## config.mk

```make
export PLATFORM = sky130hd
export DESIGN_NAME = cplx_mul
export DESIGN_NICKNAME = d
export VERILOG_FILES = /design/src/tri_inv_pkg.sv /design/src/cplx_mul.sv
export VERILOG_INCLUDE_DIRS = /design/src
export SDC_FILE = /design/constraint.sdc
export NUM_CORES = 2
export LEC_CHECK = 0
export BUFFER_PORTS_ARGS = -buffer_cell sky130_fd_sc_hd__buf_2
export CORE_MARGIN = 4
export CORE_UTILIZATION = 56
export CTS_CLUSTER_DIAMETER = 80
export DETAILED_ROUTE_END_ITERATION = 10
export PLACE_DENSITY = 0.85
export SLEW_MARGIN = 20
export SYNTH_ARGS = -nofsm -noshare
export SYNTH_HDL_FRONTEND = slang
export SYNTH_SLANG_ARGS = --single-unit
```

## constraint.sdc

```tcl
create_clock -name clk_i -period 9.46 [get_ports clk_i]
set_input_delay 2.365 -clock clk_i [delete_from_list [all_inputs] [get_ports clk_i]]
set_output_delay 2.365 -clock clk_i [all_outputs]
set_load 0.05 [all_outputs]
```

## src/tri_inv_consts.svh

```systemverilog
`ifndef TRI_INV_CONSTS_SVH
`define TRI_INV_CONSTS_SVH

// matrix order
`define TRI_N 4

// width of each real and imaginary part
`define TRI_W 16

// fraction bits of the fixed point format
`define TRI_FRAC 12

`endif
```

## src/tri_inv_pkg.sv

```systemverilog
package tri_inv_pkg;
`include "tri_inv_consts.svh"

  localparam int ACC_W = 2 * `TRI_W + $clog2(`TRI_N) + 2;  // N full products summed
  localparam logic signed [ACC_W-1:0] SAT_MAX = (2 ** (`TRI_W - 1)) - 1;
  localparam logic signed [ACC_W-1:0] SAT_MIN = -(2 ** (`TRI_W - 1));

  typedef logic [$clog2(`TRI_N)-1:0] idx_t;

  typedef struct packed {
    logic signed [`TRI_W-1:0] im;
    logic signed [`TRI_W-1:0] re;  // real part in the low bits
  } cplx_t;

  typedef cplx_t [`TRI_N-1:0] cplx_vec_t;  // element 0 at the low end

  typedef enum logic [1:0] {IDLE, DIAG, COLUMN, EMIT} ctrl_state_e;

  typedef enum logic [1:0] {D_IDLE, D_NORM, D_DIV, D_DONE} div_state_e;

  // drop the fraction of a full product, then clamp to one part
  function automatic logic [`TRI_W-1:0] sat_shift(input logic signed [ACC_W-1:0] v);
    logic signed [ACC_W-1:0] s;
    s = v >>> `TRI_FRAC;
    if (s > SAT_MAX) begin
      return SAT_MAX[`TRI_W-1:0];
    end
    if (s < SAT_MIN) begin
      return SAT_MIN[`TRI_W-1:0];
    end
    return s[`TRI_W-1:0];
  endfunction

endpackage

```

## src/cplx_mul.sv

```systemverilog
`timescale 1ns/1ps

module cplx_mul (
  input  logic               clk_i,
  input  logic               rst_ni,
  input  logic               flush_i,
  input  tri_inv_pkg::cplx_t a_i,
  input  tri_inv_pkg::cplx_t b_i,
  input  logic               in_valid_i,
  output logic               in_ready_o,
  output tri_inv_pkg::cplx_t res_o,
  output logic               out_valid_o,
  input  logic               out_ready_i
);

  logic signed [tri_inv_pkg::ACC_W-1:0] p_re;
  logic signed [tri_inv_pkg::ACC_W-1:0] p_im;
  logic accept;

  // product of -a and b
  assign p_re = a_i.im * b_i.im - a_i.re * b_i.re;
  assign p_im = -(a_i.re * b_i.im + a_i.im * b_i.re);

  assign in_ready_o = !out_valid_o || out_ready_i;  // refill while draining
  assign accept = in_valid_i && in_ready_o;

  always_ff @(posedge clk_i) begin
    if (!rst_ni || flush_i) begin
      out_valid_o <= 1'b0;
    end else if (accept) begin
      out_valid_o <= 1'b1;
    end else if (out_ready_i) begin
      out_valid_o <= 1'b0;
    end
  end

  always_ff @(posedge clk_i) begin
    if (accept) begin
      res_o.re <= tri_inv_pkg::sat_shift(p_re);
      res_o.im <= tri_inv_pkg::sat_shift(p_im);
    end
  end

endmodule

```

# Yosys cells after proc, flatten, opt, wreduce, memory -nomap -nowiden

Cells that the tools add are included.

Add/subtract/negate cells: 3
Multipliers: 4
Magnitude comparators: 4
Muxes and demuxes: 20
Reductions and logical operators: 6

Operators with widths:

| kind                                                                           | count |
|---|---|
| 16-bit by 16-bit multiplier with 32-bit output                                 | 4 |
| 16-bit 2-to-1 mux                                                              | 8 |
| 33-bit negator with 36-bit output                                              | 1 |
| 32-bit by 32-bit adder with 33-bit output                                      | 1 |
| 32-bit by 32-bit subtractor with 33-bit output                                 | 1 |
| 24-bit by 16-bit > comparator with 1-bit output, second input constant         | 1 |
| 24-bit by 16-bit less-than comparator with 1-bit output, second input constant | 1 |
| 21-bit by 16-bit > comparator with 1-bit output, second input constant         | 1 |
| 21-bit by 16-bit less-than comparator with 1-bit output, second input constant | 1 |
| 1-bit 2-to-1 mux                                                               | 12 |
| 1-bit logical NOT                                                              | 2 |
| 1-bit logical OR                                                               | 2 |
| 2-bit nonzero test                                                             | 1 |
| 1-bit logical AND                                                              | 1 |

Bits in registers: 33
Input port bits: 69
Output and inout bits: 34
Word-level logic and storage cells: 40

# Logic depth before layout (Yosys ltp)

Depth in word-level cells: 10
Depth in mapped cells: 31
Depth with buffers taken out: 28

# Least setup slack after synthesis

Ideal clock, no wire load.

Path kind: in2reg
Start: in a_i[15] in the netlist's numbering
End: reg res_o[8] in the netlist's numbering, data pin
Arrival: 9,709 ps
Data required time: 9,206 ps
Slack: -503 ps
Stages: 28
Cells stage by stage: clkbuf_1 > nand2_1 > inv_1 > fa_1 > inv_1 > fa_1 > inv_1 > fa_1 > inv_1 > fa_1 > fa_1 > fa_1 > fa_1 > inv_1 > fa_1 > inv_1 > ha_1 > and3_1 > a221o_1 > a21oi_1 > o221ai_2 > a31oi_1 > o21ai_1 > and4_1 > nor3_4 > o21ai_2 > buf_4 > a21o_1

Cells in the longest elaborated chain, start to end: 8
Elaborated cells on any way between the ends: 12

RTL lines:

| item                                                    | line              | RTL |
|---|---|---|
| start: declaration                                      | cplx_mul.sv:7     | `input tri_inv_pkg::cplx_t a_i,` |
| 16-bit by 16-bit multiplier with 32-bit output (*)      | cplx_mul.sv:21    | `assign p_re = a_i.im * b_i.im - a_i.re * b_i.re;` |
| 32-bit by 32-bit subtractor with 33-bit output (*)      | cplx_mul.sv:21    |  |
| 21-bit by 16-bit less-than comparator with 1-bit output | tri_inv_pkg.sv:28 | `if (s < SAT_MIN) begin` |
| 1-bit 2-to-1 mux (2 in a row)                           | tri_inv_pkg.sv:28 |  |
| 1-bit 2-to-1 mux                                        | cplx_mul.sv:38    | `if (accept) begin` |
| 16-bit 2-to-1 mux                                       | tri_inv_pkg.sv:31 | `` return s[`TRI_W-1:0]; `` |
| 16-bit 2-to-1 mux (*)                                   | tri_inv_pkg.sv:28 |  |
| end: declaration                                        | cplx_mul.sv:11    | `output tri_inv_pkg::cplx_t res_o,` |

Every way passes the cells marked *; elsewhere a longest branch is shown, timed or not. The select of a mux whose other input is x is not followed.
A chain may end at the register's enable or synchronous reset.

# Worst setup path after layout

Start: in a_i[31] in the netlist's numbering
End: reg res_o[6] in the netlist's numbering, data pin

Same word-level chain as after synthesis.

==> reports/summary.txt <==
Area contributors post-synth -> fa_1 (57%), inv_1 (12%), ha_1 (9.2%)
max incr delay on CP -> 0.58 ns
Antenna Nets Post-Route -> 0
DR DRC count -> 0
hold_buf cts -> 0
Synth Warn # -> 0
Die ar. -> 80100 µm²
CP max stage cell -> fa_1
largest net degree at the start of global routing -> 34
Worst Hold Class -> reg -> reg
Post-Syn Area per Cell -> 9.43 µm²
dominant cell type by area after synthesis -> fa_1
failing checks -> setup timing
Fmax -> 103 MHz
Synth cell types -> 60
Synth Area in Compound Gates -> 2.52%
Pre-Repair DR Iteration Count -> 8
number of enable flip-flop cells after synthesis -> 32
initial core utilization -> 56.7%
most frequent cells in the layout -> inv_1 (1340), fa_1 (1176), and2_1 (486)
dpl hpwl -> 96100 µm
area grow syn2layout -> 15.5%
largest family of logic cells by synthesized area -> adder cells
antenna violations before repair -> 7
Seq/Total Area, Yosys -> 2.32%
nets -> 6456
Slew Limit Fails -> 0
worst hold path depth -> 2
worst-path maximum fanout -> 16
Crit. End Element -> flip-flop
Fill cells -> 5169
Arr. time, crit path -> 9.76 ns
Worst Tran Pin Value -> 1.02 ns
GP Congestion -> 0.946
num rows -> 100
WS Path Type -> in -> reg
first-pass GRT wire length -> 186000 µm
final hold vios -> 0
Vias/cell -> 5.45
Most used DFF post-synth -> edfxtp_1
TritonCTS clock tree -> yes
status -> finished with violations
FF+latch area -> 981 µm²
CP Launch Type -> primary input
relative slew slack -> 31.9%
Global Route Usage Sum -> 29.3%
Synth Area in Simple Gates -> 13.8%
Critical Path RT -> 9.52 ns
number of global-route vias before repair -> 36600
Buffers on Ports -> 102
Worst Slack Setup Final -> -0.232 ns
R2R cell count -> 2
CTS buffer count -> 5
RSZ-0062 raised after global routing -> yes
Multi-input gate area -> 36200 µm²
Post-Place Setup Slack -> -0.978 ns
core region area -> 74700 µm²
Final setup viols -> 30
Post-Route WL -> 116000 µm
maximum clock insertion buffer count -> 2
Mapped Nets -> 6072
ys async rst share -> 0%
GRT Residual Overflow -> 0
DR iter-0 viols -> 2824
synthesized area -> 42400 µm²
Wirelength per Cell -> 19.9 µm
clock latency on the worst-skew pair -> 0.31 ns
Die Span Y -> 283 µm
Clk pin slew, worst setup/hold paths -> 0.06 ns
xor/xnor cell area share of the yosys netlist -> 1.45%
most frequent CP cell -> fa_1
flip-flop and latch count after synthesis -> 33
Final Cycle Share -> 102%
mux contribution to synthesized area -> 0.0709%
most common cell after layout, fill and taps aside -> inv_1
num ports -> 103
Cells after Synth -> 4491
clk sinks -> 33
total number of vias -> 31900
die width -> 283 µm
H-Tree Depth -> 2
layout cells sized above 1 -> 15.2%
CTS root buffer -> clkbuf_16
area share of the largest cell type after synthesis -> 56.7%
adder-cell share of the synthesized area -> 65.9%
fin crit period -> 9.69 ns
clk_skew -> 0.00427 ns
Max-Cap Viols -> 0
[worst max-delay path: cells and delay by family]
family	cells	cell delay (ns)
adders and majority gates	9	4.48
AOI/OAI and AO/OA	9	1.88
buffers and inverters	9	0.72
and+or+nand+nor	2	0.26
[layer usage]
layer / global-route usage [%] / vias to the layer above / wire length [µm]
li1: - / 13300 / -
met1: 37.0 / 16300 / 40000
met2: 49.0 / 1732 / 57000
met3: 5.50 / 465 / 11900
met4: 14.3 / 4 / 7360
met5: 0 / - / 26
[cell type report]
class,instances,share of cell area (%)
multi-input combinational,2888,73.9
timing repair buffer,577,10.8
inverter,1370,10.5
tap,969,2.48
sequential,33,2.00
clock buffer,6,0.263
antenna,3,0.0153
clock inverter,1,0.00767
[synth_stat cells, types with 3 or more instances]
master     instances
inv_1           1369
fa_1            1201
and2_1           497
nand2_1          487
ha_1             311
clkbuf_1         196
xnor2_1           49
a21oi_1           44
nor2_1            36
nor2b_1           35
edfxtp_1          32
a21o_1            30
nand2b_1          29
o21ai_0           26
xor2_1            21
nand4_1           14
o21ai_1           12
nand3_1           11
nor3_1             7
o21a_1             7
a31oi_1            6
and3_1             6
o21bai_1           4
o31ai_1            4
a211o_1            3
a22oi_1            3
buf_2              3
mux2i_1            3
o2111ai_1          3
or3_1              3
[stage by stage]
| step | instances | hold WS (ns) | TNS [ns] | area, µm² | util (%) |
|---|---|---|---|---|---|
| 5_1_grt | 5847 | 0.564 | -12.02 | 48900 | 65.5 |
| 2_1_floorplan | 4491 | 1.12 | -0.629 | 42700 | - |
| 6_report | 5847 | 0.520 | -5.68 | 48900 | 65.5 |
| 4_1_cts | 5818 | 0.519 | -0.889 | 48200 | 64.6 |
| 3_3_place_gp | 5775 | 0.487 | -16.30 | 47100 | 63.1 |
| 3_5_place_dp | 5775 | 0.508 | -22.56 | 47100 | 63.1 |
[sequential cells by signal (all words and copies together), names as in the netlist]
name	cells
res_o	32
out_valid_o	1
[path summary, 6_finish.rpt]
path                       to  slack [ns]   startpoint
setup / recovery     res_o[6]       -0.23      a_i[31]
hold reg to reg   out_valid_o        0.52  out_valid_o
hold / removal    out_valid_o        0.52  out_valid_o
setup reg to reg    res_o[25]        7.81  out_valid_o
[kinds of logic after synthesis]
| family | Yosys count |
|---|---|
| muxes | 3 |
| AOI/OAI and AO/OA | 162 |
| buffers and inverters | 1571 |
| and+or+nand+nor | 1140 |
| adders and majority gates | 1512 |
| xor gates and xnor gates | 70 |
| DFF | 33 |
[what timing repair did]
action | CTS | global route
setup buffers | 36 | 19
endpoints found under the setup margin | 31 | 31
resized for setup | 195 | 118
pin swaps | 74 | 64
gates cloned | 1 | 7
Power is left out: the tool's default activity adds up to more than one toggle a clock period on the data nets, which glitch-free logic cannot reach.
