[src/tri_inv_consts.svh]
`ifndef TRI_INV_CONSTS_SVH
`define TRI_INV_CONSTS_SVH

// matrix order
`define TRI_N 4

// width of each real and imaginary part
`define TRI_W 16

// fraction bits of the fixed point format
`define TRI_FRAC 12

`endif
[src/tri_inv_pkg.sv]
package tri_inv_pkg;
`include "tri_inv_consts.svh"

  localparam int ACC_W = 2 * `TRI_W + $clog2(`TRI_N) + 2;  // N full products summed
  localparam logic signed [ACC_W-1:0] SAT_MAX = (2 ** (`TRI_W - 1)) - 1;
  localparam logic signed [ACC_W-1:0] SAT_MIN = -(2 ** (`TRI_W - 1));

  typedef logic [$clog2(`TRI_N)-1:0] idx_t;

  typedef struct packed {
    logic signed [`TRI_W-1:0] im;
    logic signed [`TRI_W-1:0] re;  // real part in the low bits
  } cplx_t;

  typedef cplx_t [`TRI_N-1:0] cplx_vec_t;  // element 0 at the low end

  typedef enum logic [1:0] {IDLE, DIAG, COLUMN, EMIT} ctrl_state_e;

  typedef enum logic [1:0] {D_IDLE, D_NORM, D_DIV, D_DONE} div_state_e;

  // drop the fraction of a full product, then clamp to one part
  function automatic logic [`TRI_W-1:0] sat_shift(input logic signed [ACC_W-1:0] v);
    logic signed [ACC_W-1:0] s;
    s = v >>> `TRI_FRAC;
    if (s > SAT_MAX) begin
      return SAT_MAX[`TRI_W-1:0];
    end
    if (s < SAT_MIN) begin
      return SAT_MIN[`TRI_W-1:0];
    end
    return s[`TRI_W-1:0];
  endfunction

endpackage

[src/tri_inv_ctrl.sv]
`timescale 1ns/1ps
`include "tri_inv_consts.svh"

module tri_inv_ctrl (
  input  logic                   clk_i,
  input  logic                   rst_ni,
  input  logic                   start_i,
  input  logic                   flush_i,
  input  logic                   out_ready_i,
  input  logic                   mat_row_valid_i,
  input  tri_inv_pkg::cplx_vec_t mat_row_i,
  input  tri_inv_pkg::idx_t      mat_row_addr_i,
  output tri_inv_pkg::idx_t      mat_row_addr_o,
  output logic                   mat_row_req_o,
  output logic                   inv_col_valid_o,
  output logic                   busy_o,
  output logic                   singular_o,
  output tri_inv_pkg::cplx_vec_t inv_col_o,
  output tri_inv_pkg::idx_t      inv_col_addr_o,
  output tri_inv_pkg::cplx_t     rcp_in_o,
  output logic                   rcp_valid_o,
  input  logic                   rcp_ready_i,
  input  tri_inv_pkg::cplx_t     rcp_res_i,
  input  logic                   rcp_sing_i,
  input  logic                   rcp_out_valid_i,
  output tri_inv_pkg::cplx_vec_t dot_row_o,
  output tri_inv_pkg::cplx_vec_t dot_col_o,
  output tri_inv_pkg::idx_t      dot_lo_o,
  output tri_inv_pkg::idx_t      dot_hi_o,
  output logic                   dot_valid_o,
  input  logic                   dot_ready_i,
  input  logic                   dot_out_valid_i,
  input  tri_inv_pkg::cplx_t     dot_res_i,
  output tri_inv_pkg::cplx_t     mul_a_o,
  output tri_inv_pkg::cplx_t     mul_b_o,
  output logic                   mul_valid_o,
  input  logic                   mul_ready_i,
  input  logic                   mul_out_valid_i,
  input  tri_inv_pkg::cplx_t     mul_res_i
);

  localparam tri_inv_pkg::idx_t LAST = tri_inv_pkg::idx_t'(`TRI_N - 1);

  tri_inv_pkg::ctrl_state_e state_q;
  tri_inv_pkg::idx_t row_q;
  tri_inv_pkg::idx_t col_q;
  tri_inv_pkg::idx_t next_col;
  logic req_q;
  logic op_pend_q;  // row taken, operand not yet handed over
  logic mul_pend_q;
  logic sing_q;
  logic row_take;
  logic op_fire;
  tri_inv_pkg::cplx_vec_t row_buf_q;
  tri_inv_pkg::cplx_vec_t diag_q;  // diagonal reciprocals
  tri_inv_pkg::cplx_vec_t colv_q;
  tri_inv_pkg::cplx_t mul_a_q;

  assign row_take = req_q && mat_row_valid_i && (mat_row_addr_i == row_q);
  assign op_fire = (rcp_valid_o && rcp_ready_i) || (dot_valid_o && dot_ready_i);
  assign next_col = col_q + 1'b1;

  assign mat_row_addr_o = row_q;
  assign mat_row_req_o = req_q;
  assign inv_col_o = colv_q;
  assign inv_col_addr_o = col_q;
  assign inv_col_valid_o = (state_q == tri_inv_pkg::EMIT);
  assign busy_o = (state_q != tri_inv_pkg::IDLE);
  assign singular_o = sing_q;

  assign rcp_in_o = row_buf_q[row_q];  // diagonal element of the row
  assign rcp_valid_o = op_pend_q && (state_q == tri_inv_pkg::DIAG);
  assign dot_row_o = row_buf_q;
  assign dot_col_o = colv_q;
  assign dot_lo_o = col_q;
  assign dot_hi_o = row_q - 1'b1;
  assign dot_valid_o = op_pend_q && (state_q == tri_inv_pkg::COLUMN);
  assign mul_a_o = mul_a_q;
  assign mul_b_o = diag_q[row_q];
  assign mul_valid_o = mul_pend_q;

  always_ff @(posedge clk_i) begin
    if (!rst_ni || flush_i) begin
      state_q <= tri_inv_pkg::IDLE;
      row_q <= '0;
      col_q <= '0;
      req_q <= 1'b0;
      op_pend_q <= 1'b0;
      mul_pend_q <= 1'b0;
    end else begin
      if (row_take) begin
        req_q <= 1'b0;
        op_pend_q <= 1'b1;
      end
      if (op_fire) begin
        op_pend_q <= 1'b0;
      end
      if (dot_out_valid_i) begin
        mul_pend_q <= 1'b1;
      end else if (mul_valid_o && mul_ready_i) begin
        mul_pend_q <= 1'b0;
      end
      case (state_q)
        tri_inv_pkg::IDLE: begin
          if (start_i) begin
            state_q <= tri_inv_pkg::DIAG;
            row_q <= '0;
            req_q <= 1'b1;
          end
        end
        tri_inv_pkg::DIAG: begin
          if (rcp_out_valid_i) begin
            req_q <= 1'b1;
            if (row_q == LAST) begin
              state_q <= tri_inv_pkg::COLUMN;  // column 0 starts at row 1
              col_q <= '0;
              row_q <= tri_inv_pkg::idx_t'(1);
            end else begin
              row_q <= row_q + 1'b1;
            end
          end
        end
        tri_inv_pkg::COLUMN: begin
          if (mul_out_valid_i) begin
            if (row_q == LAST) begin
              state_q <= tri_inv_pkg::EMIT;
            end else begin
              row_q <= row_q + 1'b1;
              req_q <= 1'b1;
            end
          end
        end
        default: begin
          if (out_ready_i) begin
            if (col_q == LAST) begin
              state_q <= tri_inv_pkg::IDLE;
            end else begin
              col_q <= next_col;
              if (next_col != LAST) begin  // last column has only its diagonal
                state_q <= tri_inv_pkg::COLUMN;
                row_q <= next_col + 1'b1;
                req_q <= 1'b1;
              end
            end
          end
        end
      endcase
    end
  end

  always_ff @(posedge clk_i) begin
    if (!rst_ni) begin
      sing_q <= 1'b0;
    end else if (state_q == tri_inv_pkg::IDLE && start_i) begin
      sing_q <= 1'b0;
    end else if (rcp_out_valid_i && rcp_sing_i) begin
      sing_q <= 1'b1;
    end
  end

  always_ff @(posedge clk_i) begin
    if (row_take) begin
      row_buf_q <= mat_row_i;
    end
    if (dot_out_valid_i) begin
      mul_a_q <= dot_res_i;
    end
    if (rcp_out_valid_i) begin
      diag_q[row_q] <= rcp_res_i;
    end
    if (state_q == tri_inv_pkg::DIAG && rcp_out_valid_i && row_q == LAST) begin
      colv_q <= '0;
      colv_q[0] <= diag_q[0];
    end
    if (mul_out_valid_i) begin
      colv_q[row_q] <= mul_res_i;
    end
    if (state_q == tri_inv_pkg::EMIT && out_ready_i && col_q != LAST) begin
      colv_q <= '0;  // seed next column with its reciprocal
      colv_q[next_col] <= diag_q[next_col];
    end
  end

endmodule

[config.mk]
export PLATFORM = sky130hd
export DESIGN_NAME = tri_inv_ctrl
export DESIGN_NICKNAME = d
export VERILOG_FILES = /design/src/tri_inv_pkg.sv /design/src/tri_inv_ctrl.sv
export VERILOG_INCLUDE_DIRS = /design/src
export SDC_FILE = /design/constraint.sdc
export NUM_CORES = 1
export LEC_CHECK = 0
export ABC_AREA = 1
export BUFFER_PORTS_ARGS = -buffer_cell sky130_fd_sc_hd__buf_2
export CAP_MARGIN = 20
export CORE_AREA = 2 2 282 284
export DETAILED_ROUTE_END_ITERATION = 10
export DIE_AREA = 0 0 284 286
export SETUP_SLACK_MARGIN = 0.1
export SLEW_MARGIN = 20
export SYNTH_ARGS = -nofsm -noshare
export SYNTH_HDL_FRONTEND = slang
export SYNTH_SLANG_ARGS = --single-unit
[constraint.sdc]
create_clock -name clk_i -period 3.4 [get_ports clk_i]
set_input_delay 0.17 -clock clk_i [delete_from_list [all_inputs] [get_ports clk_i]]
set_output_delay 0.17 -clock clk_i [all_outputs]
set_load 0.005 [all_outputs]
Word-level counts from Yosys, hierarchy flattened
Index checks and enable logic that the tools add are counted.
{"block": "totals", "input_bits": 239, "ff_bits": 426}
{"block": "classes", "addsub": 4, "mux": 49, "reduce_logical": 31, "n_eq_ne": 16, "n_lt_le_gt_ge": 4, "bitwise_logic": 3}
{"op": "$mux 128", "n": 3}
{"op": "$bwmux 128", "n": 2}
{"op": "$bmux 32 s2", "n": 3}
{"op": "$mux 32", "n": 5}
{"op": "$and 128x128->128", "n": 1}
{"op": "$demux 32 s2", "n": 2}
{"op": "$mux 2", "n": 20}
{"op": "$logic_and 1x1->1", "n": 15}
{"op": "$ne 2x2->1 const B", "n": 7}
{"op": "$reduce_and 7->1", "n": 2}
{"op": "$pmux 2 s3", "n": 2}
{"op": "$mux 1", "n": 10}
{"op": "$eq 2x2->1 const B", "n": 4}
{"op": "$reduce_bool 4->1", "n": 2}
{"op": "$add 2x1->2 const B", "n": 3}
{"op": "$lt 2x3->1 const B", "n": 2}
{"op": "$reduce_bool 2->1", "n": 3}
{"op": "$reduce_or 2->1", "n": 3}
{"op": "$reduce_and 5->1", "n": 1}
{"op": "$reduce_bool 5->1", "n": 1}
{"op": "$ge 2x1->1 const B", "n": 2}
{"op": "$ne 2x1->1 const B", "n": 2}
{"op": "$ne 4x3->1 const B", "n": 1}
{"op": "$pmux 2 s2", "n": 1}
{"op": "8 further kinds", "n": 10}

Logic depth before layout (Yosys ltp)
Gate-level depths: netlist of run 1.
{"block": "depth", "word_depth": 7, "depth_mapped": 12}

Worst setup path before layout of run 1
No wires, ideal clock.
{"block": "synth_timing", "path_kind": "register to register", "start": "reg row_q[0], in the netlist mat_row_addr_o[0]", "end": "reg row_buf_q, in the netlist dot_row_o[0], enable pin", "t_arrival_ps": 2378, "required_time_ps": 2975, "stages_incl_launch_ff": 7, "slack_ps": 597, "cell_sequence": "dfxtp_1 -> buf_4 -> inv_2 -> nand2_1 -> nand3_1 -> or2_1 -> inv_2"}
{"block": "synth_between", "elab_chain_len": 2}
{"element": "start: declaration", "line": "tri_inv_ctrl.sv:45", "source": "tri_inv_pkg::idx_t row_q;"}
{"element": "start signal: assignment", "line": "tri_inv_ctrl.sv:117", "source": "row_q <= tri_inv_pkg::idx_t'(1);"}
{"element": "start signal: assignment", "line": "tri_inv_ctrl.sv:119", "source": "row_q <= row_q + 1'b1;"}
{"element": "start signal: assignment", "line": "tri_inv_ctrl.sv:128", "source": "row_q <= row_q + 1'b1;"}
{"element": "$eq 2x2->1", "line": "tri_inv_ctrl.sv:59", "source": "assign row_take = req_q && mat_row_valid_i && (mat_row_addr_i == row_q);"}
{"element": "$logic_and 1x1->1", "line": "tri_inv_ctrl.sv:59"}
{"element": "net row_take", "line": "tri_inv_ctrl.sv:52", "source": "logic row_take;"}
{"element": "end signal: assignment", "line": "tri_inv_ctrl.sv:163", "source": "row_buf_q <= mat_row_i;"}
{"element": "end: declaration", "line": "tri_inv_ctrl.sv:54", "source": "tri_inv_pkg::cplx_vec_t row_buf_q;"}
The timed path passes the listed nets, and every way through them passes these cells.
A chain may end at the register's enable or synchronous reset.

==> results of run 1 <==
worst max-delay path: stages (launching register included):
cell     delay (ns)
dfxtp_2        0.34
inv_2          0.45
buf_4          0.55
o21ai_0        0.17
o22ai_1        0.36
buf_2          0.20
worst max path at each step:
stage	slack [ns]	to	from	cells past startpoint
floorplan	0.60	dot_row_o[0]	mat_row_addr_o[0]	6
global placement	0.89	dot_col_o[4]	state_q[1]	8
detailed placement	0.92	dot_col_o[4]	state_q[1]	8
CTS	0.55	rcp_in_o[22]	mat_row_addr_o[1]	5
global route	0.48	rcp_in_o[4]	mat_row_addr_o[1]	5
finish	0.56	rcp_in_o[4]	mat_row_addr_o[1]	5
area by class of cell:
class | count | area [um^2] | share of cell area
diodes | 2 | 5.005 | 0.0001894
clock buffers | 70 | 1450 | 0.05488
clock inverters | 28 | 282.8 | 0.01070
inverters | 130 | 493.0 | 0.01866
multi-input cells | 1046 | 5166 | 0.1955
flip-flops and latches | 426 | 11420 | 0.4321
well taps | 1050 | 1314 | 0.04972
repair buffers | 999 | 6294 | 0.2382
flip-flops by register name, indices dropped and copies added (netlist names):
signal          count
diag_q            128
dot_col_o         128
dot_lo_o            2
dot_row_o         128
mat_row_addr_o      2
mat_row_req_o       1
mul_a_o            32
mul_valid_o         1
op_pend_q           1
singular_o          1
state_q             2
cells in the final DEF (no fill, tap or decap), drive strengths merged, types with 16 or more instances in the layout:
cell / count
o21ai: 262
dlygate4sd3: 221
nor2: 315
dfxtp: 138
a21oi: 69
clkinv: 16
edfxtp: 288
o22ai: 161
nand2: 118
buf: 778
clkbuf: 70
inv: 134
a31oi: 96
layer usage:
metal	share of wire	up-vias
li1	-	8022
met1	0.46	8277
met2	0.45	839
met3	0.072	126
met4	0.023	10
met5	0.00076	-
cells by family (layout without fill, tap and decap cells):
logic type / count (synthesis) / after routing
compound gates: 589 / 589
simple gates: 444 / 444
flops: 426 / 426
buf+inv: 388 / 1227
fa+ha+maj: 13 / 13
other cells: 0 / 2
cell usage after synthesis (all sizes together):
| cell type | count | area, um^2 |
|---|---|---|
| a21boi | 1 | 7.510 |
| a21oi | 69 | 360.3 |
| a31oi | 96 | 600.6 |
| buf | 212 | 1421 |
| clkbuf | 46 | 178.9 |
| dfxtp | 138 | 2763 |
| edfxtp | 288 | 8648 |
| ha | 13 | 162.7 |
| inv | 130 | 488.0 |
| nand2 | 118 | 445.4 |
| nand3 | 7 | 40.04 |
| nand3b | 2 | 15.01 |
| nor2 | 315 | 1187 |
| nor3 | 1 | 5.000 |
| o21ai | 262 | 1311 |
| o22ai | 161 | 1007 |
| or2 | 1 | 6.260 |
per-stage QoR:
stage	utilization	instance area (um^2)	instances	total power (uW)
detailed placement	0.2868	22470	3430	10620
floorplan	-	18650	1860	9003
CTS	0.3371	26420	3749	16480
global placement	0.2868	22470	3430	10570
finish	0.3372	26420	3751	16310
global route	0.3372	26420	3750	17100
repair_timing:
item / 4_1_cts / 5_1_grt
hold buffers: 221 / 0
buffers inserted: 0 / 0
hold endpoints to repair: 319 / 0
report_power, final:
group          switching [uW]  leakage (uW)  total, uW  internal (uW)
Combinational            2000       0.00688       3770           1770
Sequential                699       0.00379       6950           6250
Clock                    2340      0.000837       5590           3250
==> results.json, run 1 <==
{
  "grt_pass1_vias": 16467,
  "clk_pin_slew_ns": 0.06,
  "synthAdderAreaFrac": 0.008722,
  "start_util": 0.2380,
  "std_cell_rows": 103,
  "via_count": 17274,
  "regToRegSetupSlack_ns": 0.83,
  "drive_gt1_frac": 0.3260,
  "maxClockFrequency_mhz": 352.2,
  "met3_usage": 0.03493,
  "io_buffers": 733,
  "die_area_um2": 81220,
  "reg2reg_to": "dot_col_o[4]",
  "max_slew.worst_pin.slew_ns": 0.9491,
  "wirelength_um": 79300,
  "syn_area_um2": 18650,
  "nFillCells": 7909,
  "drt-wirelength-per-cell_um": 21.14,
  "root_buffer": "clkbuf_16",
  "synth.distinct_cells": 27,
  "min_path_cells": 5,
  "antenna_left": 0,
  "grt_pass1_wl_um": 112900,
  "worstPathMaxFanout": 40,
  "leakagePower_uw": 0.01151,
  "synthSimpleGateAreaFrac": 0.09112,
  "synth.yosys.warnings": 0,
  "core_area_um2": 78360,
  "cp_data_arrival_time_ns": 2.67,
  "slew_headroom": 0.3672,
  "syn_nets": 2112,
  "period_share": 0.8352,
  "power_density_nw_per_um2": 617.2,
  "drtIter0Drc": 1460,
  "synth_compound_area_frac": 0.1763,
  "cts_htree_levels": 2,
  "r2r-start": "state_q[1]",
  "worstSetupPathType": "reg2out",
  "maxCapViolCount": 0,
  "avgSynthCellArea_um2": 10.03,
  "muxShareOfSynthArea": 0,
  "area_growth_pct": 41.69,
  "met1_usage": 0.2625,
  "overflow": 0,
  "cts_tree": "done",
  "layout_min_cycle_time_ns": 2.840,
  "hold_slack_ns": 0.03543,
  "drc_errors": 0,
  "cts_buffers": 52,
  "fin_ws_ns": 0.5604,
  "clock_latency_ns": 0.61,
  "min_to": "dot_col_o[25]",
  "crit_required_ns": 3.23,
  "yosysSeqAreaShare": 0.6119,
  "cts.sinks": 426,
  "nets": 2907,
  "vias_per_cell": 4.605,
  "place_congestion": 0.8875,
  "die_h_um": 286,
  "synthCells": 1860,
  "ctsResizeCount": 0,
  "start_kind": "flip-flop",
  "synth_seq_cells": 426,
  "ioPinCount": 734,
  "rr_worst_depth": 8,
  "clockBufferDepth": 3,
  "slew_violations": 0,
  "track_usage": 0.1856,
  "grt_start_max_net_pins": 99,
  "hp-class": "in2reg",
  "die_width_um": 284,
  "rsz0062_at_grt": "no",
  "fin_skew_ns": 0.03142,
  "place_ws_ns": 0.9247,
  "status": "finished clean",
  "hold_viol_final": 0,
  "drt_pass1_iterations": 8,
  "grt_use_met2": 0.2902,
  "end_kind": "output port",
  "antenna_found_initial": 14,
  "min-delay-start": "mul_res_i[25]",
  "tns_ns": 0,
  "hpwlAfterDp_um": 56340,
  "synth_top_family_by_area": "compound AO/OA/AOI/OAI gates",
  "synth_xor_area_frac": 0,
  "peakVddDrop_mv": 0.4289,
  "setup_viol_count_final": 0,
  "busiest_layer": "met2"
}
Power figures use the tool's default switching activity.
==> run 2: changes to the inputs <==
Settings changed: CORE_AREA 2 2 282 284 to 2 2 288 290, DIE_AREA 0 0 284 286 to 0 0 290 292.
Clock period 3.4 ns to 2.5 ns, I/O delays scaled along.
==> results.json, run 2 (same netlist as run 1, synthesis figures left out) <==
{
  "status": "finished clean",
  "hpwlAfterDp_um": 56610,
  "core_area_um2": 81580,
  "cts_tree": "done",
  "slew_violations": 0,
  "grt_pass1_vias": 16607,
  "drive_gt1_frac": 0.3287,
  "root_buffer": "clkbuf_16",
  "maxCapViolCount": 0,
  "std_cell_rows": 105,
  "peakVddDrop_mv": 0.5348,
  "setup_viol_count_final": 0,
  "p_switching_uw": 6712,
  "drt_pass1_iterations": 6,
  "cts.sinks": 426,
  "fin_skew_ns": 0.01542,
  "layout_min_cycle_time_ns": 2.238,
  "track_usage": 0.1753,
  "max_stage_delay_ns": 0.38,
  "clk_pin_slew_ns": 0.06,
  "end_kind": "output port",
  "place_ws_ns": 0.4966,
  "period_share": 0.8950,
  "clock_latency_ns": 0.59,
  "place_congestion": 0.9028,
  "cts_htree_levels": 2,
  "drtIter0Drc": 1646,
  "cts_buffers": 49,
  "cpMaxStageDelayCell": "o22ai_1",
  "antenna_left": 0,
  "rsz0062_at_grt": "no",
  "nets": 2922,
  "die_area_um2": 84680,
  "power_density_nw_per_um2": 819.1,
  "rr_worst_depth": 10,
  "leakagePower_uw": 0.01165,
  "most-common-layout-cells": "buf_2, nor2_1, edfxtp_1, o21ai_0, dlygate4sd3_1",
  "swShare": 0.3062,
  "fin_ws_ns": 0.2624,
  "vias_per_cell": 4.670,
  "start_kind": "flip-flop",
  "grt_pass1_wl_um": 112000,
  "final_common_cell": "buf_2",
  "p_seq_frac": 0.434,
  "path_cells": "inv_2, buf_6, o21ai_0, o22ai_1, buf_2",
  "power.share.clock": 0.331,
  "overflow": 0,
  "antenna_found_initial": 22,
  "hp-class": "in2reg",
  "worstPathMaxFanout": 32,
  "ioPinCount": 734,
  "clockBufferDepth": 3,
  "io_buffers": 733,
  "crit_required_ns": 2.38,
  "drt-wirelength-per-cell_um": 20.94,
  "drc_errors": 0,
  "p_int_uw": 15210,
  "tns_ns": 0,
  "cp_data_arrival_time_ns": 2.11,
  "grt_start_max_net_pins": 99,
  "via_count": 17667,
  "die_width_um": 290,
  "hold_viol_final": 0,
  "die_h_um": 292,
  "min_path_cells": 7,
  "worstSetupPathType": "reg2out",
  "wirelength_um": 79210,
  "slew_headroom": 0.4830,
  "area_growth_pct": 43.51,
  "maxClockFrequency_mhz": 446.9,
  "combPwrFrac": 0.235,
  "max_slew.worst_pin.slew_ns": 0.7756,
  "start_util": 0.2286
}
==> run 2: cell count changes in the layout (fill, tap and decap cells not counted), sizes merged <==
cell         previous run  this run
inv                   134       133
dlygate4sd3           221       230
diode                   2         5
clkinvlp                5         0
nand3                   7         8
clkbuf                 70        77
bufinv                  3         1
buf                   778       785
clkinv                 16         9
==> run 2: per-layer routing <==
metal,vias up,global-route usage,share of wire,routed length [um]
met5,-,0,0.0020,162
met4,24,0.05081,0.027,2127
met3,145,0.06203,0.11,8843
met2,920,0.2686,0.44,35250
met1,8503,0.2322,0.41,32830
li1,8075,-,-,-
==> run 2: final timing paths <==
kind | start | end | slack, ns
setup / recovery | mat_row_addr_o[1] | rcp_in_o[12] | 0.26
hold / removal | mat_row_addr_i[1] | mat_row_req_o | 0.05
setup reg to reg | state_q[1] | dot_lo_o[0] | 0.29
hold reg to reg | op_pend_q | op_pend_q | 0.51
==> run 2: cell type report <==
type | count | area [um^2]
diodes | 5 | 12.51
clock inverters | 13 | 122.6
multi-input cells | 1047 | 5206
clock buffers | 76 | 1508
well taps | 1070 | 1339
fillers | 8244 | 54820
inverters | 130 | 498.0
repair buffers | 1016 | 6659
flip-flops and latches | 426 | 11420
==> run 2: power by group through the flow <==
stage | registers (uW) | logic [uW] | clock network [uW]
6_report | 9510 | 5160 | 7250
5_1_grt | 9590 | 5650 | 7670
4_1_cts | 9490 | 5150 | 7410
3_5_place_dp | 9630 | 4830 | 0
3_3_place_gp | 9610 | 4770 | 0
2_1_floorplan | 9300 | 2950 | 0
==> run 2: metrics by stage <==
stage	total power [uW]	utilization	hold WS [ns]	instance area (um^2)	std cells
floorplan	12240	-	0.2035	18650	1860
global placement	14390	0.2784	0.3013	22720	3456
detailed placement	14450	0.2784	0.3031	22720	3456
CTS	22050	0.3269	0.0009911	26670	3775
global route	22900	0.3279	0.04832	26750	3779
finish	21920	0.3280	0.04632	26760	3783
==> run 2: what timing repair did <==
action,CTS,global route
hold buffers,230,0
setup buffers,0,1
gates cloned,0,2
hold endpoints to repair,377,0
resized for setup,4,9
pin swaps,0,1
endpoints found under the setup margin,10,9
==> run 2: critical path, delay by kind of cell (launching register included) <==
family	cells	cell delay [ns]
buf+inv	3	0.62
compound gates	2	0.52
flops	1	0.37
