### src/tri_inv_consts.svh
`ifndef TRI_INV_CONSTS_SVH
`define TRI_INV_CONSTS_SVH

// matrix order
`define TRI_N 4

// width of each real and imaginary part
`define TRI_W 16

// fraction bits of the fixed point format
`define TRI_FRAC 12

`endif
### src/tri_inv_pkg.sv
package tri_inv_pkg;
`include "tri_inv_consts.svh"

  localparam int ACC_W = 2 * `TRI_W + $clog2(`TRI_N) + 2;  // N full products summed
  localparam logic signed [ACC_W-1:0] SAT_MAX = (2 ** (`TRI_W - 1)) - 1;
  localparam logic signed [ACC_W-1:0] SAT_MIN = -(2 ** (`TRI_W - 1));

  typedef logic [$clog2(`TRI_N)-1:0] idx_t;

  typedef struct packed {
    logic signed [`TRI_W-1:0] im;
    logic signed [`TRI_W-1:0] re;  // real part in the low bits
  } cplx_t;

  typedef cplx_t [`TRI_N-1:0] cplx_vec_t;  // element 0 at the low end

  typedef enum logic [1:0] {IDLE, DIAG, COLUMN, EMIT} ctrl_state_e;

  typedef enum logic [1:0] {D_IDLE, D_NORM, D_DIV, D_DONE} div_state_e;

  // drop the fraction of a full product, then clamp to one part
  function automatic logic [`TRI_W-1:0] sat_shift(input logic signed [ACC_W-1:0] v);
    logic signed [ACC_W-1:0] s;
    s = v >>> `TRI_FRAC;
    if (s > SAT_MAX) begin
      return SAT_MAX[`TRI_W-1:0];
    end
    if (s < SAT_MIN) begin
      return SAT_MIN[`TRI_W-1:0];
    end
    return s[`TRI_W-1:0];
  endfunction

endpackage

### src/cplx_recip.sv
`timescale 1ns/1ps
`include "tri_inv_consts.svh"

module cplx_recip (
  input  logic               clk_i,
  input  logic               rst_ni,
  input  logic               flush_i,
  input  tri_inv_pkg::cplx_t in_i,
  input  logic               in_valid_i,
  output logic               in_ready_o,
  output tri_inv_pkg::cplx_t res_o,
  output logic               sing_o,
  output logic               out_valid_o,
  input  logic               out_ready_i
);

  localparam int NUM_W = 2 * `TRI_FRAC + `TRI_W;  // one quotient bit per cycle
  localparam int DEN_W = 2 * `TRI_W;
  localparam logic [NUM_W-1:0] MAG_MAX = 1 << (`TRI_W - 1);

  tri_inv_pkg::div_state_e state_q;
  tri_inv_pkg::cplx_t op_q;
  logic [`TRI_W-1:0] abs_re;
  logic [`TRI_W-1:0] abs_im;
  logic [DEN_W-1:0] den_q;
  logic [DEN_W-1:0] rem_re_q;
  logic [DEN_W-1:0] rem_im_q;
  logic [NUM_W-1:0] q_re_q;
  logic [NUM_W-1:0] q_im_q;
  logic neg_re_q;
  logic neg_im_q;
  logic zero_q;
  logic [$clog2(NUM_W)-1:0] cnt_q;

  // restoring step: numerator bits leave at the top, quotient bits enter at the bottom
  function automatic logic [DEN_W+NUM_W-1:0] div_step(input logic [DEN_W-1:0] rem,
                                                      input logic [NUM_W-1:0] q,
                                                      input logic [DEN_W-1:0] den);
    logic [DEN_W:0] sh;
    sh = {rem, q[NUM_W-1]};
    if (sh >= {1'b0, den}) begin
      sh = sh - {1'b0, den};
      return {sh[DEN_W-1:0], q[NUM_W-2:0], 1'b1};
    end
    return {sh[DEN_W-1:0], q[NUM_W-2:0], 1'b0};
  endfunction

  function automatic logic [`TRI_W-1:0] sat_mag(input logic neg, input logic [NUM_W-1:0] mag);
    if (neg) begin
      return (mag > MAG_MAX) ? {1'b1, {(`TRI_W-1){1'b0}}} : ~mag[`TRI_W-1:0] + 1'b1;
    end
    return (mag >= MAG_MAX) ? {1'b0, {(`TRI_W-1){1'b1}}} : mag[`TRI_W-1:0];
  endfunction

  assign abs_re = op_q.re[`TRI_W-1] ? ~op_q.re + 1'b1 : op_q.re;
  assign abs_im = op_q.im[`TRI_W-1] ? ~op_q.im + 1'b1 : op_q.im;

  assign in_ready_o = (state_q == tri_inv_pkg::D_IDLE);
  assign out_valid_o = (state_q == tri_inv_pkg::D_DONE);
  assign sing_o = zero_q;
  assign res_o.re = zero_q ? '0 : sat_mag(neg_re_q, q_re_q);
  assign res_o.im = zero_q ? '0 : sat_mag(neg_im_q, q_im_q);

  always_ff @(posedge clk_i) begin
    if (!rst_ni || flush_i) begin
      state_q <= tri_inv_pkg::D_IDLE;
    end else begin
      case (state_q)
        tri_inv_pkg::D_IDLE: begin
          if (in_valid_i) begin
            state_q <= tri_inv_pkg::D_NORM;
          end
        end
        tri_inv_pkg::D_NORM: state_q <= tri_inv_pkg::D_DIV;
        tri_inv_pkg::D_DIV: begin
          if (cnt_q == '0) begin
            state_q <= tri_inv_pkg::D_DONE;
          end
        end
        default: begin
          if (out_ready_i) begin
            state_q <= tri_inv_pkg::D_IDLE;
          end
        end
      endcase
    end
  end

  always_ff @(posedge clk_i) begin
    if (in_valid_i && in_ready_o) begin
      op_q <= in_i;
    end
    if (state_q == tri_inv_pkg::D_NORM) begin
      den_q <= abs_re * abs_re + abs_im * abs_im;
      q_re_q <= {abs_re, {(2 * `TRI_FRAC){1'b0}}};
      q_im_q <= {abs_im, {(2 * `TRI_FRAC){1'b0}}};
      rem_re_q <= '0;
      rem_im_q <= '0;
      neg_re_q <= op_q.re[`TRI_W-1];
      neg_im_q <= ~op_q.im[`TRI_W-1];  // conjugate flips the sign
      zero_q <= (op_q.re == '0) && (op_q.im == '0);
      cnt_q <= ($clog2(NUM_W))'(NUM_W - 1);
    end
    if (state_q == tri_inv_pkg::D_DIV) begin
      {rem_re_q, q_re_q} <= div_step(rem_re_q, q_re_q, den_q);
      {rem_im_q, q_im_q} <= div_step(rem_im_q, q_im_q, den_q);
      cnt_q <= cnt_q - 1'b1;
    end
  end

endmodule

### config.mk
export PLATFORM = sky130hd
export DESIGN_NAME = cplx_recip
export DESIGN_NICKNAME = d
export VERILOG_FILES = /design/src/tri_inv_pkg.sv /design/src/cplx_recip.sv
export VERILOG_INCLUDE_DIRS = /design/src
export SDC_FILE = /design/constraint.sdc
export NUM_CORES = 1
export LEC_CHECK = 0
export BUFFER_PORTS_ARGS = -buffer_cell sky130_fd_sc_hd__buf_2
export CAP_MARGIN = 20
export CORE_MARGIN = 2
export CORE_UTILIZATION = 40
export DETAILED_ROUTE_END_ITERATION = 16
export MAX_ROUTING_LAYER = met4
export PLACE_DENSITY_LB_ADDON = 0.1
export SKIP_LAST_GASP = 1
export SYNTH_ARGS = -nofsm -noshare
export SYNTH_HDL_FRONTEND = slang
export SYNTH_SLANG_ARGS = --single-unit
### constraint.sdc
create_clock -name clk_i -period 16.34 [get_ports clk_i]
set_input_delay 1.634 -clock clk_i [delete_from_list [all_inputs] [get_ports clk_i]]
set_output_delay 1.634 -clock clk_i [all_outputs]
set_load 0.01 [all_outputs]
Word level (Yosys, flattened, before mapping) --
Index checks and enable logic that the tools add are counted.
Word-level totals: bits of input ports 37, register bits 219, logic and storage cells 86, output and inout port bits 35
Operators by class: bitwise operators 5, $add $sub $neg 8, eq/ne operators 5, $mul 2, reduce and logical (&&, ||, !) cells 11, magnitude comparators 6, multiplexer cells 37
Operator list (count):
- 72-bit 2-to-1 mux | 4
- 16-bit 2-to-1 mux | 12
- 32-bit 2-to-1 mux | 5
- 40-bit 2-to-1 mux | 4
- 40-bit by 16-bit >= comparator with 1-bit output, second input constant | 2
- 40-bit by 16-bit greater-than comparator with 1-bit output, second input constant | 2
- 33-bit by 32-bit >= comparator with 1-bit output | 2
- 16-bit by 1-bit adder with 16-bit output, second input constant | 4
- 16-bit by 16-bit multiplier with 32-bit output | 2
- 16-bit NOT | 4
- 32-bit subtractor | 2
- 32-bit adder | 1
- 16-bit logical NOT | 2
- 6-bit 2-to-1 mux | 2
- 6-bit logical NOT | 1
- 1-bit 2-to-1 mux | 6
- 2-bit 2-to-1 mux | 3
- 2-bit one-hot mux with 3 select lines | 1
- 6-bit by 1-bit subtractor with 6-bit output, second input constant | 1
- 2-bit == test, second input constant | 2
- 2-bit != test, second input constant | 2
- 4-bit nonzero test | 1
- 3-bit AND reduction | 1
- 2-bit by 1-bit == test with 1-bit output, second input constant | 1
- other kinds (6) | 7

Logic depth before layout (Yosys ltp) --
Gate-level depths: netlist (run 1).
depth after elaboration 6, mapped depth 37, mapped depth without buffers 35

Least setup slack after synthesis (run 1) --
No wires, ideal clock.
path type reg2reg, start reg op_q[0] in the netlist's numbering, end reg den_q[31] (data pin), buffers on the path 3, cell stages (with the launch flop) 35, setup slack 6593 ps, clock period less this slack 9747 ps, arrival time 9487 ps, library setup time 260 ps, required time 16080 ps, path through edfxtp_1 -> clkbuf_1 -> inv_1 -> clkbuf_1 -> ha_1 -> nand2_1 -> or3_1 -> or3_1 -> o31a_1 -> xor2_1 -> inv_1 -> clkbuf_1 -> nor2_1 -> fa_1 -> inv_1 -> fa_1 -> fa_1 -> fa_1 -> inv_1 -> fa_1 -> fa_1 -> fa_1 -> inv_1 -> fa_1 -> inv_1 -> ha_1 -> a21o_1 -> a2111oi_0 -> a22o_1 -> a311oi_1 -> a41o_1 -> o31a_1 -> a211o_1 -> a21oi_1 -> xnor2_1
On the way: longest elaborated chain between the ends 5
Ends and longest elaborated chain:
- start: declaration | line cplx_recip.sv:22 | tri_inv_pkg::cplx_t op_q;
- start signal: assignment | line cplx_recip.sv:91 | op_q <= in_i;
- 16-bit NOT | line cplx_recip.sv:55 | assign abs_re = op_q.re[`TRI_W-1] ? ~op_q.re + 1'b1 : op_q.re;
- 16-bit by 1-bit adder with 16-bit output | line cplx_recip.sv:55
- 16-bit 2-to-1 mux (*) | line cplx_recip.sv:55
- 16-bit by 16-bit multiplier with 32-bit output (*) | line cplx_recip.sv:94 | den_q <= abs_re * abs_re + abs_im * abs_im;
- 32-bit adder (*) | line cplx_recip.sv:94
- end signal: assignment | line cplx_recip.sv:94
- end: declaration | line cplx_recip.sv:25 | logic [DEN_W-1:0] den_q;
Every way passes the cells marked *; elsewhere a longest branch is shown, timed or not. A chain may end at the register's enable or synchronous reset.

Worst setup path in the final report (run 1) --
Ends and elaborated chain as after synthesis.

==> results.py, run 1 <==
metrics = {
    "run_status": {
        "status": "complete, no violations",
    },
    "clocking": {
        "cts_resized": 0,
        "path_clk_slew_ns": 0.06,
        "cts_tree": "yes",
        "cts_num_sinks": 219,
        "cts-root-buf": "clkbuf_16",
        "cts-buffers-inserted": 28,
        "h-tree-depth": 1,
        "cts_max_path_buffers": 3,
        "hold_buffers": 0,
        "postCtsSetupRepairBufs": 0,
        "insertion_delay_ns": 0.59,
    },
    "sta": {
        "drv_slew": 0,
        "min_period_ns": 11.36,
        "skew_ns": 0.0117,
        "period_share": 0.695,
        "fmax_mhz": 88.1,
        "setup_violations": 0,
        "slew-limit-headroom": 0.205,
        "grt_setup_unrepaired": "false",
        "hold_violations": 0,
        "fin_setup_tns_ns": 0,
        "worst_pin_slew_ns": 1.18,
    },
    "die": {
        "start_util": 0.404,
        "core_area_um2": 68600,
        "dieHeight_um": 267,
        "die_w_um": 267,
        "pin_count": 72,
        "floorplan.rows": 96,
        "die_area_um2": 71400,
    },
    "drt": {
        "avgRoutedWirePerCell_um": 18.6,
        "ant_nets": 0,
        "drt_iter0_drc": 1063,
        "viasPerCell": 5.04,
        "vias": 19600,
        "totalWireLength_um": 72300,
        "drc": 0,
        "first_pass_iters": 7,
    },
    "final_layout": {
        "layout.nets": 3609,
        "layout_commonest_cell": "inv_1",
        "drive_above_1_share": 0.0675,
        "instances_no_fill": 3880,
        "final_area_um2": 30100,
        "layout_common_cells": "inv_1 (626), fa_1 (386), nor2_1 (308), ha_1 (255), edfxtp_1 (217)",
        "num_antenna_cells": 0,
        "syn_to_final_growth_pct": 8.62,
    },
    "placed_design": {
        "io_buffers": 71,
        "gp_congestion": 0.877,
        "dp_hpwl_um": 59500,
        "post_dp_cell_area_um2": 29200,
        "dp.cells": 3827,
    },
    "synthesis": {
        "synth-seq-cells": 219,
        "avgSynthCellArea_um2": 9.71,
        "synthCells": 2855,
        "ys.flop_type": "edfxtp_1",
        "netlist_area_um2": 27700,
        "async_reset_ff_frac": 0,
        "synthDistinctLibCells": 77,
        "ys_seq_area_frac": 0.237,
        "synth_edf_count": 217,
        "synth_warnings": 0,
    },
    "worst_setup_path": {
        "worstPathMaxFanout": 11,
        "crit_top_cell": "fa_1",
        "ff2ff_setup_slack_ns": 4.98,
        "crit_slowest_cell": "xor2_1",
        "r2r_start": "op_q[0]",
        "path_class": "reg -> reg",
        "worstPathRequired_ns": 16.67,
        "slowest_delay_ns": 0.66,
        "r2r_cells": 31,
        "crit_arrival_ns": 11.69,
        "endpoint_kind": "flop",
        "start_kind": "flop",
        "r2r-end": "den_q[31]",
    },
    "global_route": {
        "grt_pass1_vias": 21100,
        "grt_util_all_layers": 0.216,
        "grt_max_degree": 82,
        "antenna_found_initial": 0,
        "grt_overflow_total": 0,
        "grt_pass1_wl_um": 117000,
    },
    "min_path": {
        "hold_start": "state_q[0]",
        "hold_path_depth": 2,
        "holdPathEnd": "state_q[0]",
        "min_path_type": "reg -> reg",
    },
    "flow_run": {
        "drv_cap": 0,
    },
}
## metal layers
| layer | share of wire | routed length (µm) | vias up | GRT usage |
|---|---|---|---|---|
| met4 | 0.032 | 2330 | 0 | 0.0575 |
| li1 | - | - | 9308 | - |
| met5 | 0 | 0 | - | - |
| met2 | 0.47 | 34300 | 373 | 0.353 |
| met3 | 0.038 | 2740 | 116 | 0.0201 |
| met1 | 0.46 | 33000 | 9754 | 0.288 |
## cells by family after synthesis
group,after synthesis,synth area share
xor+xnor,126,0.0401
mux,59,0.0226
simple gates,724,0.120
other cells,2,0.000271
buf+inv,713,0.0973
fa+ha+maj,644,0.395
compound gates,368,0.0880
flops,219,0.237
## synth_stat cells (4+ instances only)
cell type / n / area, µm²
ha_1: 258 / 3230
xnor2_1: 87 / 762
nor4_1: 18 / 113
o21a_1: 9 / 67.6
nor2b_1: 14 / 87.6
a21oi_1: 113 / 566
or2_2: 4 / 25.0
o22ai_1: 10 / 62.6
and2_1: 52 / 325
o211ai_1: 7 / 52.6
buf_2: 4 / 20.0
a21o_1: 46 / 345
a211o_1: 4 / 35.0
nor4b_1: 5 / 43.8
xor2_1: 38 / 333
nand3_1: 19 / 95.1
o21bai_1: 11 / 82.6
clkbuf_1: 68 / 255
or3_4: 8 / 90.1
inv_1: 627 / 2350
a211oi_1: 11 / 82.6
edfxtp_1: 217 / 6520
o31ai_1: 10 / 75.1
o21ai_0: 58 / 290
a311oi_1: 22 / 193
nor3_1: 27 / 135
mux2_2: 29 / 327
a31o_2: 5 / 43.8
a31oi_1: 13 / 81.3
nor2_1: 308 / 1160
or3_1: 25 / 156
clkinv_1: 7 / 26.3
o31a_1: 8 / 70.1
a21boi_0: 6 / 45.0
and3_1: 11 / 68.8
fa_1: 386 / 7730
nand2_1: 188 / 706
mux2i_1: 30 / 300
nand4_1: 10 / 62.6
nand2b_1: 20 / 125
## per-stage QoR
stage | hold WS, ns | util | worst slack, ns
final | 0.517 | 0.439 | 4.98
after global routing | 0.549 | 0.439 | 4.44
after CTS | 0.522 | 0.438 | 4.92
after detailed placement | 0.514 | 0.426 | 4.98
after global placement | 0.491 | 0.426 | 5.17
after floorplan | 0.424 | - | 6.59
## sequential cells by signal (all words and copies together) (netlist names)
| signal | count |
|---|---|
| q_im_q | 40 |
| q_re_q | 40 |
| den_q | 32 |
| op_q | 32 |
| rem_im_q | 32 |
| rem_re_q | 32 |
| cnt_q | 6 |
| state_q | 2 |
| neg_im_q | 1 |
| neg_re_q | 1 |
| sing_o | 1 |
## worst max path at each step
stage	startpoint	endpoint	slack, ns	cells past startpoint
after floorplan	op_q[0]	den_q[31]	6.59	34
after global placement	op_q[0]	den_q[31]	5.17	31
after detailed placement	op_q[0]	den_q[31]	4.98	31
after CTS	op_q[0]	den_q[31]	4.92	31
after global routing	op_q[0]	den_q[31]	4.44	31
final	op_q[0]	den_q[31]	4.98	31
## area by class of cell
cell class | instances | area, µm²
clock inverter | 16 | 110
sequential | 219 | 6560
fill | 6684 | 38500
tap | 931 | 1160
multi-input combinational | 1946 | 18600
inverter | 636 | 2390
clock buffer | 35 | 727
timing repair buffer | 97 | 576
## critical path: cells and delay by family, from the launching register on
family / cells / cell delay [ns]
fa+ha+maj: 10 / 4.79
compound gates: 9 / 2.59
buf+inv: 6 / 1.24
simple gates: 4 / 1.11
xor+xnor: 2 / 0.75
flops: 1 / 0.58
Power of run 1 is not shown: default switching activity piles up to over one toggle a cycle in this logic, so the estimate is an artifact.
==> run 2, diff against run 1 <==
==> constraint.sdc (replaced) <==
create_clock -name clk_i -period 9.2 [get_ports clk_i]
set_input_delay 0.92 -clock clk_i [delete_from_list [all_inputs] [get_ports clk_i]]
set_output_delay 0.92 -clock clk_i [all_outputs]
set_load 0.01 [all_outputs]
==> run 2 against run 1 <==
Via count up 2.7%. Design area up 6.3%. Die area unchanged. Clock skew down 0.0018 ns. Sequential share of layout area down 1.3 points. Core utilization up 2.7 points. Critical endpoint unchanged.
==> results.py, run 2 (synthesis gave the netlist of run 1 again) <==
metrics = {
    "worst_setup_path": {
        "slowest_delay_ns": 0.58,
        "crit_buf_inv": 9,
        "path_class": "reg -> reg",
        "endpoint_kind": "flop",
        "crit_arrival_ns": 9.37,
        "start_kind": "flop",
        "path_delay_family": "adder cells",
        "crit_top_cell": "fa_1",
        "worstPathRequired_ns": 9.53,
        "crit_slowest_cell": "fa_1",
        "worstPathMaxFanout": 8,
    },
    "sta": {
        "drv_slew": 0,
        "fin_setup_tns_ns": 0,
        "worst_pin_slew_ns": 1.02,
        "holdWs_ns": 0.502,
        "skew_ns": 0.00994,
        "hold_violations": 0,
        "period_share": 0.982,
        "slew-limit-headroom": 0.314,
        "fmax_mhz": 111,
        "grt_setup_unrepaired": "true",
        "worst_slack_ns": 0.164,
        "setup_violations": 0,
        "min_period_ns": 9.04,
    },
    "die": {
        "die_w_um": 267,
        "die_area_um2": 71400,
        "core_area_um2": 68600,
        "floorplan.rows": 96,
        "start_util": 0.404,
        "dieHeight_um": 267,
        "pin_count": 72,
    },
    "final_layout": {
        "multi_input_area_um2": 19000,
        "fill_cells": 6547,
        "layout_commonest_cell": "inv_1",
        "reg_top3": "q_im_q x40, q_re_q x40",
        "drive_above_1_share": 0.145,
        "syn_to_final_growth_pct": 15.4,
        "seqCellArea_um2": 6560,
        "layout_common_cells": "inv_1 (618), fa_1 (380), nor2_1 (294), ha_1 (244), edfxtp_1 (217)",
        "num_antenna_cells": 0,
        "layout.nets": 3771,
        "instances_no_fill": 4044,
    },
    "run_status": {
        "status": "complete, no violations",
    },
    "drt": {
        "first_pass_iters": 7,
        "drc": 0,
        "viasPerCell": 4.97,
        "avgRoutedWirePerCell_um": 18.0,
        "vias": 20100,
        "drt_iter0_drc": 1022,
        "ant_nets": 0,
        "totalWireLength_um": 72800,
    },
    "min_path": {
        "min_path_type": "in -> reg",
    },
    "flow_run": {
        "drv_cap": 0,
    },
    "clocking": {
        "cts-root-buf": "clkbuf_16",
        "insertion_delay_ns": 0.59,
        "path_clk_slew_ns": 0.06,
        "cts_max_path_buffers": 3,
        "hold_buffers": 0,
        "cts_num_sinks": 219,
        "h-tree-depth": 1,
        "cts-buffers-inserted": 29,
        "cts_tree": "yes",
    },
    "global_route": {
        "grt_pass1_vias": 21600,
        "antenna_found_initial": 1,
        "grt_pass1_wl_um": 118000,
        "grt_util_all_layers": 0.216,
        "grt_max_degree": 78,
        "grt_overflow_total": 0,
    },
    "placed_design": {
        "gp_congestion": 0.948,
        "dp_hpwl_um": 60800,
        "dp.cells": 3969,
        "io_buffers": 71,
        "place_ws_ns": -0.311,
    },
}
[run 2: changes by cell type in the layout (fill, tap and decap cells not counted), sizes merged]
cell      change
inv           +5
clkbuf        -2
bufinv        +5
clkinv        -8
clkinvlp      +3
buf         +161
[run 2: cell type report]
| cell class | count | share of cell area |
|---|---|---|
| clock buffer | 33 | 0.0232 |
| inverter | 636 | 0.0748 |
| sequential | 219 | 0.205 |
| multi-input combinational | 1946 | 0.595 |
| clock inverter | 21 | 0.00845 |
| timing repair buffer | 258 | 0.0568 |
| tap | 931 | 0.0364 |
[run 2: what timing repair did]
action | in CTS | in global routing
setup endpoints to repair | 7 | 9
buffers inserted | 6 | 16
pin swaps | 8 | 64
gates resized for setup | 16 | 95
[run 2: stage by stage]
stage                     instance area [µm²]  utilization
after floorplan                         27800            -
after global placement                  30300        0.442
after detailed placement                30300        0.442
after CTS                               31500        0.459
after global routing                    32000        0.466
final                                   32000        0.466
[run 2: worst paths after layout]
kind,slack (ns),to,cells past startpoint,from
min,0.50,op_q[11],1,in_i[11]
min reg2reg,0.56,state_q[0],2,state_q[0]
max,0.16,den_q[31],35,op_q[20]
max reg2reg,0.16,den_q[31],35,op_q[20]
[run 2: per-layer routing]
layer / global-route usage / wire length [µm] / up-vias
met5: - / 0 / -
met4: 0.0495 / 1830 / 0
met3: 0.0184 / 2180 / 90
met2: 0.361 / 35200 / 339
met1: 0.287 / 33600 / 10000
li1: - / - / 9633
Power of run 2 is left out for the same reason.
==> run 3, diff against run 2 <==
--- a/config.mk
+++ b/config.mk
@@ -6,7 +6,7 @@
 export SDC_FILE = /design/constraint.sdc
 export NUM_CORES = 1
 export LEC_CHECK = 0
-export BUFFER_PORTS_ARGS = -buffer_cell sky130_fd_sc_hd__buf_2
+export BUFFER_PORTS_ARGS = -buffer_cell sky130_fd_sc_hd__buf_4
 export CAP_MARGIN = 20
 export CORE_MARGIN = 2
 export CORE_UTILIZATION = 40
==> run 3 against run 2 <==
Register-to-register slack got worse by 0.04 ns. Non-clock buffer count rose by 14. Sequential cell count did not move. First-iteration DRC count fell by 3.0%. Core utilization rose by 0.44 points. Clock skew rose by 0.0030 ns. Worst hold slack got worse by 0.0032 ns. Critical endpoint unchanged. Setup slack got worse by 0.042 ns. Via count barely moved.
==> results.py, run 3 (synthesis gave the netlist of run 1 again) <==
metrics = {
    "sta": {
        "hold_violations": 0,
        "grt_setup_unrepaired": "true",
        "skew_ns": 0.0129,
        "fmax_mhz": 110,
        "fin_setup_tns_ns": 0,
        "worst_pin_slew_ns": 1.02,
        "slew-limit-headroom": 0.313,
        "min_period_ns": 9.08,
        "drv_slew": 0,
        "setup_violations": 0,
        "period_share": 0.987,
    },
    "worst_setup_path": {
        "crit_slowest_cell": "fa_2",
        "endpoint_kind": "flop",
        "worstPathMaxFanout": 3,
        "r2r_cells": 31,
        "endpoint": "den_q[31]",
        "r2r-end": "den_q[31]",
        "ff2ff_setup_slack_ns": 0.12,
        "r2r_start": "op_q[20]",
        "startpoint": "op_q[20]",
        "crit_arrival_ns": 9.41,
        "worstPathRequired_ns": 9.53,
        "slowest_delay_ns": 0.60,
        "crit_top_cell": "fa_1",
        "start_kind": "flop",
        "path_class": "reg -> reg",
    },
    "final_layout": {
        "seqCellArea_um2": 6560,
        "num_antenna_cells": 0,
        "layout_commonest_cell": "inv_1",
        "reg_top3": "q_im_q x40, q_re_q x40",
        "multi_input_area_um2": 19000,
        "layout.nets": 3785,
        "drive_above_1_share": 0.149,
        "syn_to_final_growth_pct": 16.5,
        "fill_cells": 6540,
        "fin_util": 0.471,
        "layout_common_cells": "inv_1 (612), fa_1 (378), nor2_1 (294), buf_4 (257), ha_1 (248)",
    },
    "drt": {
        "viasPerCell": 4.95,
        "avgRoutedWirePerCell_um": 18.1,
        "drt_iter0_drc": 991,
        "vias": 20100,
        "ant_nets": 0,
        "first_pass_iters": 7,
        "totalWireLength_um": 73600,
        "drc": 0,
    },
    "clocking": {
        "cts_tree": "yes",
        "cts-buffers-inserted": 29,
        "cts-root-buf": "clkbuf_16",
        "h-tree-depth": 1,
        "hold_buffers": 0,
        "cts_num_sinks": 219,
        "path_clk_slew_ns": 0.06,
        "insertion_delay_ns": 0.59,
        "cts_max_path_buffers": 3,
    },
    "flow_run": {
        "drv_cap": 0,
    },
    "global_route": {
        "grt_max_degree": 79,
        "grt_pass1_wl_um": 117000,
        "grt_util_all_layers": 0.216,
        "grt_overflow_total": 0,
        "antenna_found_initial": 0,
        "grt_pass1_vias": 21400,
    },
    "min_path": {
        "min_path_type": "in -> reg",
        "hold_path_depth": 1,
    },
    "die": {
        "pin_count": 72,
        "floorplan.rows": 96,
        "die_area_um2": 71400,
        "dieHeight_um": 267,
        "core_area_um2": 68600,
        "die_w_um": 267,
        "start_util": 0.404,
    },
    "placed_design": {
        "dp_hpwl_um": 60700,
        "gp_congestion": 0.920,
        "io_buffers": 71,
    },
    "run_status": {
        "status": "complete, no violations",
    },
}
-- run 3: worst min-delay path by stage --
| stage | startpoint | end | slack (ns) |
|---|---|---|---|
| after floorplan | op_q[15] | neg_re_q | 0.42 |
| after global placement | state_q[0] | state_q[0] | 0.49 |
| after detailed placement | state_q[0] | state_q[0] | 0.50 |
| after CTS | in_i[11] | op_q[11] | 0.46 |
| after global routing | in_i[18] | op_q[18] | 0.47 |
| final | in_i[28] | op_q[28] | 0.50 |
-- run 3: critical path, delay by kind of cell (launching register included) --
| kind | cells | cell delay, ns |
|---|---|---|
| compound gates | 9 | 2.03 |
| xor+xnor | 2 | 0.27 |
| fa+ha+maj | 9 | 4.29 |
| buf+inv | 6 | 0.42 |
| flops | 1 | 0.39 |
| simple gates | 5 | 1.41 |
-- run 3: stage by stage --
step	instance area, µm²	cells	worst slack (ns)	hold slack (ns)
2_1_floorplan	27800	2878	0.0185	0.424
3_3_place_gp	30500	3971	-0.296	0.487
3_5_place_dp	30500	3971	-0.427	0.498
4_1_cts	31600	4028	-0.0108	0.463
5_1_grt	32300	4056	-0.188	0.470
6_report	32300	4056	0.122	0.499
-- run 3: cell type report --
| type | instances | area share |
|---|---|---|
| inverters | 636 | 0.0743 |
| multi-input cells | 1946 | 0.589 |
| well taps | 931 | 0.0361 |
| flip-flops and latches | 219 | 0.203 |
| clock buffers | 33 | 0.0229 |
| repair buffers | 272 | 0.0669 |
| clock inverters | 19 | 0.00810 |
-- run 3: what timing repair did --
action	CTS	global route
gates resized for setup	18	98
pin swaps	7	56
setup buffers	5	27
setup endpoints to repair	7	7
gates cloned	0	1
-- run 3: routing by layer --
metal	share of wire	GRT usage	wire, µm	up-vias
met5	0	-	0	-
met3	0.029	0.0162	2100	104
met4	0.028	0.0538	2050	0
met2	0.49	0.359	35700	312
li1	-	-	-	9655
met1	0.46	0.287	33700	10000
Power of run 3 is left out for the same reason.
